$ cat config.mk
export PLATFORM = sky130hd
export DESIGN_NAME = issue_stage
export DESIGN_NICKNAME = d
export VERILOG_FILES = /design/src/verilog/isa_pkg.sv /design/src/verilog/core_pkg.sv /design/src/verilog/issue_stage.sv /design/src/verilog/inst_decoder.sv
export SDC_FILE = /design/constraint.sdc
export NUM_CORES = 1
export LEC_CHECK = 0
export BUFFER_PORTS_ARGS = -buffer_cell sky130_fd_sc_hd__buf_2
export CORE_AREA = 2 2 204 206
export DETAILED_ROUTE_END_ITERATION = 7
export DIE_AREA = 0 0 206 208
export GPL_TIMING_DRIVEN = 0
export SYNTH_ARGS = -nofsm -noshare
export SYNTH_HDL_FRONTEND = slang
export SYNTH_SLANG_ARGS = --single-unit
$ cat constraint.sdc
create_clock -name clk -period 2 [get_ports clk]
set_input_delay 0.1 -clock clk [delete_from_list [all_inputs] [get_ports clk]]
set_output_delay 0.1 -clock clk [all_outputs]
set_load 0.03 [all_outputs]
$ cat src/verilog/isa_pkg.sv
package isa_pkg;

    // primary opcode field, instr[31:26]
    typedef enum logic [5:0] {
        OP_SPECIAL = 6'h00,
        OP_ADDIU   = 6'h09,
        OP_SLTI    = 6'h0a,
        OP_ANDI    = 6'h0c,
        OP_ORI     = 6'h0d,
        OP_XORI    = 6'h0e,
        OP_LUI     = 6'h0f
    } opcode_e;

    // function field of SPECIAL words, instr[5:0]
    typedef enum logic [5:0] {
        FN_SLL  = 6'h00,
        FN_SRL  = 6'h02,
        FN_SRA  = 6'h03,
        FN_ADDU = 6'h21,
        FN_SUBU = 6'h23,
        FN_AND  = 6'h24,
        FN_OR   = 6'h25,
        FN_XOR  = 6'h26,
        FN_NOR  = 6'h27,
        FN_SLT  = 6'h2a,
        FN_SLTU = 6'h2b
    } funct_e;

    typedef enum logic [3:0] {
        ALU_ADD,
        ALU_SUB,
        ALU_AND,
        ALU_OR,
        ALU_XOR,
        ALU_NOR,
        ALU_SLT,
        ALU_SLTU,
        ALU_SLL,
        ALU_SRL,
        ALU_SRA,
        ALU_LUI,
        ALU_NONE
    } alu_op_e;

    typedef struct packed {
        alu_op_e     alu_op;
        logic [4:0]  rs;
        logic [4:0]  rt;
        logic        uses_rs;
        logic        uses_rt;
        logic [4:0]  dest;
        // low for undefined words and for dest 0
        logic        reg_wen;
        logic        use_imm;
        logic [31:0] imm_value;
        logic [4:0]  shamt;
    } decoded_t;

endpackage
$ cat src/verilog/core_pkg.sv
package core_pkg;

    // one instruction offered by the fetch side
    typedef struct packed {
        logic        valid;
        logic [31:0] instr;
    } fetch_slot_t;

    // register indices read by one slot
    typedef struct packed {
        logic [4:0] rs;
        logic [4:0] rt;
    } reg_read_t;

    // everything a lane needs in execute
    typedef struct packed {
        logic               valid;
        isa_pkg::alu_op_e   alu_op;
        logic [31:0]        a;
        logic [31:0]        b;
        logic [4:0]         shamt;
        logic [4:0]         dest;
        logic               reg_wen;
    } exec_req_t;

    // result of one lane in E or W, used for forwarding and commit
    typedef struct packed {
        logic        wen;
        logic [4:0]  dest;
        logic [31:0] data;
    } lane_result_t;

endpackage

$ cat src/verilog/issue_stage.sv
`timescale 1ns/10ps

module issue_stage (
    input  logic                        clk,
    input  logic                        arst_n,
    input  core_pkg::fetch_slot_t [1:0] fetch_slots,
    output logic [1:0]                  fetch_take,
    output core_pkg::reg_read_t [1:0]   rf_read,
    input  logic [3:0][31:0]            rf_data,
    input  core_pkg::lane_result_t      e_master,
    input  core_pkg::lane_result_t      e_slave,
    input  core_pkg::lane_result_t      w_master,
    input  core_pkg::lane_result_t      w_slave,
    output core_pkg::exec_req_t         req_master,
    output core_pkg::exec_req_t         req_slave
);
    import isa_pkg::*;
    import core_pkg::*;

    decoded_t    dec_m;
    decoded_t    dec_s;
    logic        slave_dep;
    logic        take_m;
    logic        take_s;
    logic [31:0] m_rs_val;
    logic [31:0] m_rt_val;
    logic [31:0] s_rs_val;
    logic [31:0] s_rt_val;

    function automatic logic hit(input lane_result_t res, input logic [4:0] idx);
        return res.wen && (res.dest == idx) && (idx != 5'd0);
    endfunction

    // youngest producer first: E slave, E master, W slave, W master, then rf
    function automatic logic [31:0] operand(
        input logic [4:0]   idx,
        input logic [31:0]  rf_val,
        input lane_result_t es,
        input lane_result_t em,
        input lane_result_t ws,
        input lane_result_t wm
    );
        if (hit(es, idx)) return es.data;
        if (hit(em, idx)) return em.data;
        if (hit(ws, idx)) return ws.data;
        if (hit(wm, idx)) return wm.data;
        return rf_val;
    endfunction

    function automatic exec_req_t build_req(
        input logic        take,
        input decoded_t    dec,
        input logic [31:0] rs_val,
        input logic [31:0] rt_val
    );
        exec_req_t req;
        req.valid   = take;
        req.alu_op  = dec.alu_op;
        req.a       = rs_val;
        req.b       = dec.use_imm ? dec.imm_value : rt_val;
        req.shamt   = dec.shamt;
        req.dest    = dec.dest;
        req.reg_wen = take & dec.reg_wen;
        return req;
    endfunction

    inst_decoder u_dec_master (
        .instr ( fetch_slots[0].instr ),
        .dec   ( dec_m                )
    );

    inst_decoder u_dec_slave (
        .instr ( fetch_slots[1].instr ),
        .dec   ( dec_s                )
    );

    // slave cannot pair when it reads what the master writes
    assign slave_dep = dec_m.reg_wen &&
                       ((dec_s.uses_rs && (dec_s.rs == dec_m.dest)) ||
                        (dec_s.uses_rt && (dec_s.rt == dec_m.dest)));

    assign take_m     = fetch_slots[0].valid;
    assign take_s     = take_m && fetch_slots[1].valid && !slave_dep;
    assign fetch_take = {take_s, take_m & ~take_s};

    assign rf_read[0] = '{rs: dec_m.rs, rt: dec_m.rt};
    assign rf_read[1] = '{rs: dec_s.rs, rt: dec_s.rt};

    assign m_rs_val = operand(dec_m.rs, rf_data[0], e_slave, e_master, w_slave, w_master);
    assign m_rt_val = operand(dec_m.rt, rf_data[1], e_slave, e_master, w_slave, w_master);
    assign s_rs_val = operand(dec_s.rs, rf_data[2], e_slave, e_master, w_slave, w_master);
    assign s_rt_val = operand(dec_s.rt, rf_data[3], e_slave, e_master, w_slave, w_master);

    always_ff @(posedge clk or negedge arst_n) begin
        if (!arst_n) begin
            req_master <= '0;
            req_slave  <= '0;
        end else begin
            req_master <= build_req(take_m, dec_m, m_rs_val, m_rt_val);
            req_slave  <= build_req(take_s, dec_s, s_rs_val, s_rt_val);
        end
    end

endmodule

$ cat src/verilog/inst_decoder.sv
`timescale 1ns/10ps

module inst_decoder (
    input  logic [31:0]       instr,
    output isa_pkg::decoded_t dec
);
    import isa_pkg::*;

    logic [31:0] sext_imm;
    logic [31:0] zext_imm;
    logic        imm_form;
    logic        defined;

    assign sext_imm = {{16{instr[15]}}, instr[15:0]};
    assign zext_imm = {16'h0000, instr[15:0]};

    always_comb begin
        dec           = '0;
        dec.alu_op    = ALU_NONE;
        dec.rs        = instr[25:21];
        dec.rt        = instr[20:16];
        dec.shamt     = instr[10:6];
        dec.dest      = instr[15:11];
        imm_form      = 1'b1;
        defined       = 1'b1;

        case (opcode_e'(instr[31:26]))
            OP_SPECIAL: begin
                imm_form    = 1'b0;
                dec.uses_rs = 1'b1;
                dec.uses_rt = 1'b1;
                case (funct_e'(instr[5:0]))
                    FN_ADDU: dec.alu_op = ALU_ADD;
                    FN_SUBU: dec.alu_op = ALU_SUB;
                    FN_AND:  dec.alu_op = ALU_AND;
                    FN_OR:   dec.alu_op = ALU_OR;
                    FN_XOR:  dec.alu_op = ALU_XOR;
                    FN_NOR:  dec.alu_op = ALU_NOR;
                    FN_SLT:  dec.alu_op = ALU_SLT;
                    FN_SLTU: dec.alu_op = ALU_SLTU;
                    FN_SLL:  dec.alu_op = ALU_SLL;
                    FN_SRL:  dec.alu_op = ALU_SRL;
                    FN_SRA:  dec.alu_op = ALU_SRA;
                    default: defined    = 1'b0;
                endcase
                // shifts take rt only, the amount comes from shamt
                if (dec.alu_op inside {ALU_SLL, ALU_SRL, ALU_SRA}) begin
                    dec.uses_rs = 1'b0;
                end
            end
            OP_ADDIU: begin
                dec.alu_op    = ALU_ADD;
                dec.imm_value = sext_imm;
            end
            OP_SLTI: begin
                dec.alu_op    = ALU_SLT;
                dec.imm_value = sext_imm;
            end
            OP_ANDI: begin
                dec.alu_op    = ALU_AND;
                dec.imm_value = zext_imm;
            end
            OP_ORI: begin
                dec.alu_op    = ALU_OR;
                dec.imm_value = zext_imm;
            end
            OP_XORI: begin
                dec.alu_op    = ALU_XOR;
                dec.imm_value = zext_imm;
            end
            OP_LUI: begin
                dec.alu_op    = ALU_LUI;
                dec.imm_value = zext_imm;
            end
            default: defined = 1'b0;
        endcase

        // I-type writes rt and reads rs (LUI reads nothing)
        if (imm_form) begin
            dec.dest    = instr[20:16];
            dec.use_imm = 1'b1;
            dec.uses_rs = (dec.alu_op != ALU_LUI);
        end

        if (!defined) begin
            dec.alu_op  = ALU_NONE;
            dec.uses_rs = 1'b0;
            dec.uses_rt = 1'b0;
        end
        dec.reg_wen = defined && (dec.dest != 5'd0);
    end

endmodule

After elaboration in Yosys (flattened, before gate mapping)
Index checks and enable logic that the tools add are counted.
{"block": "totals", "elab_cells": 225, "inputBits": 348, "reg_bits": 160, "output_inout_bits": 182}
{"block": "classes", "n_eq_ne": 54, "bitwise_logic": 4, "n_mux": 93, "reduce_logical": 60}
{"cell": "$mux 32", "count": 34}
{"cell": "$pmux 32 s2", "count": 2}
{"cell": "$eq 6x6->1 const B", "count": 16}
{"cell": "$eq 5x5->1", "count": 18}
{"cell": "$pmux 4 s11", "count": 2}
{"cell": "$eq 6x4->1 const B", "count": 12}
{"cell": "$pmux 4 s7", "count": 2}
{"cell": "$mux 1", "count": 44}
{"cell": "$logic_and 1x1->1", "count": 39}
{"cell": "$reduce_bool 5->1", "count": 6}
{"cell": "$eq 6x2->1 const B", "count": 4}
{"cell": "$logic_not 6->1", "count": 4}
{"cell": "$reduce_or 11->1", "count": 2}
{"cell": "$eq 4x4->1 const B", "count": 3}
{"cell": "$mux 4", "count": 3}
{"cell": "$reduce_or 6->1", "count": 2}
{"cell": "$mux 5", "count": 2}
{"cell": "$reduce_or 4->1", "count": 2}
{"cell": "$mux 2", "count": 2}
{"cell": "$ne 4x4->1 const B", "count": 1}
{"cell": "$pmux 1 s2", "count": 2}
{"cell": "$reduce_or 2->1", "count": 2}
{"cell": "$and 1x1->1", "count": 3}
{"cell": "$reduce_bool 3->1", "count": 1}
{"cell": "other kinds (3)", "count": 3}

Logic depth before layout (Yosys ltp)
{"block": "logic_depth", "ltp_word": 16, "depth_mapped": 10, "ltp_nobuf": 6}

Modules after synthesis
From an unflattened synthesis, not the netlist that was laid out.
{"block": "unflattened", "cells_unflattened": 1691, "area_unflattened_um2": 14331.2}
{"module": "issue_stage", "seq_area_each_um2": 4003.8, "instances": 1, "cells_per_inst": 1486, "area_each_um2": 12861.1}
{"module": "inst_decoder at u_dec_master", "seq_area_each_um2": 0.0, "instances": 1, "cells_per_inst": 104, "area_each_um2": 758.2}
{"module": "inst_decoder at u_dec_slave", "seq_area_each_um2": 0.0, "instances": 1, "cells_per_inst": 101, "area_each_um2": 711.9}

Worst setup path after synthesis
Ideal clock, no wire load.
{"block": "synth_path", "path_kind": "input port to output port", "from": "input port fetch_slots[26] (netlist name)", "to": "output port fetch_take[0]", "path_stages": 7, "n_path_buf": 1, "required_ns": 1.900, "arrival_ns": 2.012, "setup_slack_ns": -0.112, "cell_sequence": "or4_1 -> nor2_1 -> buf_2 -> mux2_2 -> a211oi_1 -> a22o_1 -> a31o_2"}
{"block": "synth_via", "elab_chain_cells": 10, "word_cells_on_any_way": 22, "cone_classes": "eq/ne: 8; mux: 2; bitwise: 2; reduce/logical: 10"}
{"item": "start: declaration", "line_no": "issue_stage.sv:6", "text": "input core_pkg::fetch_slot_t [1:0] fetch_slots,"}
{"item": "$logic_not 6->1"}
{"item": "$mux 5", "line_no": "inst_decoder.sv:79", "text": "if (imm_form) begin"}
{"item": "$eq 5x5->1, on equally long branches", "line_no": "issue_stage.sv:79, issue_stage.sv:80"}
{"item": "$logic_and 1x1->1, on equally long branches", "line_no": "issue_stage.sv:79, issue_stage.sv:80"}
{"item": "$logic_or 1x1->1", "line_no": "issue_stage.sv:79", "text": "((dec_s.uses_rs && (dec_s.rs == dec_m.dest)) ||"}
{"item": "$logic_and 1x1->1 *", "line_no": "issue_stage.sv:78", "text": "assign slave_dep = dec_m.reg_wen &&"}
{"item": "$logic_not 1->1 *", "line_no": "issue_stage.sv:83", "text": "assign take_s = take_m && fetch_slots[1].valid && !slave_dep;"}
{"item": "$logic_and 1x1->1 *", "line_no": "issue_stage.sv:83"}
{"item": "$not 1->1 *", "line_no": "issue_stage.sv:84", "text": "assign fetch_take = {take_s, take_m & ~take_s};"}
{"item": "$and 1x1->1 *", "line_no": "issue_stage.sv:84"}
{"item": "end: declaration", "line_no": "issue_stage.sv:7", "text": "output logic [1:0] fetch_take,"}
Every way passes the cells marked *; elsewhere a longest branch is shown, timed or not.

Worst setup path after layout
{"block": "layout_path", "from": "input port fetch_slots[61] (netlist name)", "to": "output port fetch_take[0]"}
{"block": "layout_via", "elab_chain_cells": 12, "word_cells_on_any_way": 22, "cone_classes": "eq/ne: 7; mux: 5; bitwise: 2; reduce/logical: 8"}
{"item": "$eq 6x4->1 / $logic_not 6->1 (equally long branches)", "line_no": "inst_decoder.sv:27", "text": "case (opcode_e'(instr[31:26]))"}
{"item": "$pmux 4 s7", "line_no": "inst_decoder.sv:27"}
{"item": "$ne 4x4->1", "line_no": "inst_decoder.sv:82", "text": "dec.uses_rs = (dec.alu_op != ALU_LUI);"}
{"item": "$mux 1", "line_no": "inst_decoder.sv:79"}
{"item": "$mux 2 *", "line_no": "inst_decoder.sv:85", "text": "if (!defined) begin"}
{"item": "$logic_and 1x1->1", "line_no": "issue_stage.sv:79"}
{"item": "$logic_or 1x1->1 *", "line_no": "issue_stage.sv:79"}
{"item": "$logic_and 1x1->1 *", "line_no": "issue_stage.sv:78"}
{"item": "$logic_not 1->1 *", "line_no": "issue_stage.sv:83"}
{"item": "$logic_and 1x1->1 *", "line_no": "issue_stage.sv:83"}
{"item": "$not 1->1 *", "line_no": "issue_stage.sv:84"}
{"item": "$and 1x1->1 *", "line_no": "issue_stage.sv:84"}
Marks and branches as above.

==> summary.md <==
| Metric | Value |
|---|---|
| Status | `finished with violations` |
| Failing checks | `setup timing` |
| Chip height | `208 um` |
| Share of layout cells above drive strength 1 | `42.4%` |
| CTS tree | `done` |
| Final wirelength | `63100 um` |
| DRC Markers | `0` |
| First-pass GRT wire length | `89500 um` |
| Vias in the first global route | `13800` |
| DPL Wire Length | `47700 um` |
| Post-synthesis cell area | `0.0114 mm^2` |
| Worst slew margin | `49.1%` |
| DIE AREA | `0.0428 mm^2` |
| Seq/Total Area, Yosys | `35.0%` |
| CP arrival | `2050 ps` |
| Pre-CTS setup slack | `-1450 ps` |
| Drt wl/cell | `25.8 um` |
| Port bufs | `506` |
| Hold Vio Cnt, Final | `0` |
| Final WS setup | `-150 ps` |
| Slew at the pin closest to its max-slew limit | `764 ps` |
| Clock transition at path regs | `70 ps` |
| Final Critical Period | `2150 ps` |
| Fillers | `3998` |
| Async SR Flop Fraction | `100%` |
| Crit Path Class | `input port to output pin` |
| CTS sink cnt | `160` |
| TritonCTS buffer count | `17` |
| Ys flop type | `dfrtp_1` |
| Synth Instances | `1216` |
| Synth area leaders | `dfrtp_1 (35%), mux2i_1 (9.9%), mux2_2 (9.8%)` |
| Unrepaired setup endpoints after global routing | `yes` |
| Fmax | `465 MHz` |
| Max FO, Critical Path | `3` |
| Core Area | `0.0406 mm^2` |
| Required @ worst endpoint | `1900 ps` |
| Synth top area share | `35.0%` |
| Total grt overflow | `0` |
| Leak | `0.00836 uW` |
| Clock root cell | `clkbuf_16` |
| Placer Congestion | `0.888` |
| Final setup viols | `2` |
| Vias post-DR | `13600` |
| Hold Crit Class | `input port to register` |
| Cell Rows | `74` |
| CTS max path bufs | `2` |
| Post-synth EDFFs | `0` |
| First-iteration detailed-routing DRC count | `1270` |
| Avg Inst Size Synth | `9.40 um^2` |
| Setup crit start kind | `input port` |
| Max VDD drop | `0.422 mV` |
| Unique masters post-synth | `61` |
| Post-Syn Nets | `1564` |
| Flop and latch count out of synthesis | `160` |
| Initial antenna violation count | `11` |
| IO Count | `530` |
| Pwr/cell area | `555 mW/mm^2` |
| CP endpoint kind | `output pin` |
| Maxcap violations | `0` |
| Final nets | `2245` |
| Detailed Routing Iterations Pass 1 | `6` |
| GRT Total Usage | `28.6%` |
| Area growth from synthesis to layout | `51.6%` |
| Post-DR vias/cell | `5.53` |
| Final Slew Violations | `0` |
| DRT antenna net count | `0` |
| Tcrit/Tclk final | `107%` |
| Pin count of the biggest net entering global routing | `97` |
| Chip Width | `206 um` |
| H-Tree Depth | `4` |
| Synth area leader | `dfrtp_1` |
| Total number of yosys warnings | `0` |
| End-of-flow core utilization | `42.7%` |
| Initial Utilization | `28.2%` |
cell families (layout without fill, tap and decap cells):
kind of cell           after synthesis  count (layout)  synth area share [%]
AO/OA/AOI/OAI                      376             376                  21.9
AND/OR/NAND/NOR                    236             236                  10.6
multiplexers                       212             212                  19.7
flip-flops                         160             160                  35.0
buffers and inverters              143             837                  5.95
XOR/XNOR                            89              89                  6.82
other                                0               8                     0
state kept, by name, summed over array words and instances (netlist names):
name and count:
req_slave 80, req_master 80
cell usage after synthesis (all sizes together), types with 5 or more instances:
master	count
xor2	34
and3	17
buf	64
mux2	99
nor3	10
nor2b	5
and2	5
dfrtp	160
a21oi	26
xnor2	55
or4	10
nor2	52
nand2	69
a222oi	17
inv	12
nand3	21
mux2i	113
nand4	15
o21ai	172
o311a	17
clkbuf	67
nor4	14
a221oi	16
a211o	17
a22oi	82
per-stage QoR:
step	hold WS, ps	std cells	area, um^2	TNS [ps]	total power, uW
detailed placement	86.0	2259	14800	-127120	5940
floorplan	-196	1216	11500	-6.42	4790
CTS	7.84	2438	17200	-342	9620
finish	30.8	2450	17300	-219	9610
global route	18.2	2447	17300	-281	9990
global placement	230	2254	14700	-515290	5900
layer usage:
metal | track usage (%) | vias up | share of wire, %
met3 | 6.85 | 154 | 9.0
met5 | 0 | - | 0.089
met4 | 10.8 | 8 | 3.4
met1 | 35.7 | 6622 | 40
li1 | - | 5903 | -
met2 | 47.5 | 863 | 48
cell usage in the layout, fill, tap and decap left out, types with 12 or more instances in the layout:
master           n
a221oi_1        16
buf_4           58
clkbuf_2        31
a21oi_1         23
nand2_1         69
clkbuf_16       17
dlygate4sd3_1  136
nand4_1         15
o21ai_1         39
xnor2_1         55
inv_1           12
xor2_1          34
nor2_1          45
a222oi_1        17
mux2i_1        113
a211o_1         17
and3_1          17
o21ai_0        133
nand3_1         21
o311a_1         16
clkbuf_1        26
a22oi_1         82
buf_2          521
dfrtp_1        160
mux2_2          97
worst max-delay path, cell delays in order:
cell and delay, ps:
buf_8 100, or3_4 380, or4_4 520, nor4_4 220, a21oi_2 110, a22o_4 260
a31o_4 230, buf_6 130
final timing paths:
kind,to,slack (ps),cells after the start,start
worst min-delay path,req_slave[44]$_DFF_PN0_,30,4,rf_data[65]
worst max-delay path,fetch_take[0],-150,8,fetch_slots[61]
min in group asynchronous,req_master[62]$_DFF_PN0_,180,2,arst_n
max in group asynchronous,req_slave[4]$_DFF_PN0_,880,3,arst_n
power by group:
part	internal (uW)	switching (uW)
clock network	1850	1550
registers	3410	59.0
logic	1110	1630
total	6380	3230
layout make-up:
class                   instances  area [um^2]  area share [%]
plain buffers                 121          688            3.97
well taps                     532          666            3.84
diodes                          8         20.0           0.116
multi-input cells             913         7050            40.7
inverters                      12         45.0           0.260
repair buffers                672         4270            24.6
clock inverters                14          156           0.903
flip-flops and latches        160         4000            23.1
clock buffers                  18          429            2.48
what timing repair did:
| item | CTS | global route |
|---|---|---|
| endpoints found under the setup margin | 132 | 103 |
| gates resized for setup | 93 | 31 |
| pin swaps | 19 | 16 |
| setup buffers | 16 | 9 |
| hold buffers | 136 | 0 |
| endpoints found under the hold margin | 207 | 0 |
No activity file was read; power rests on OpenSTA's default activity.
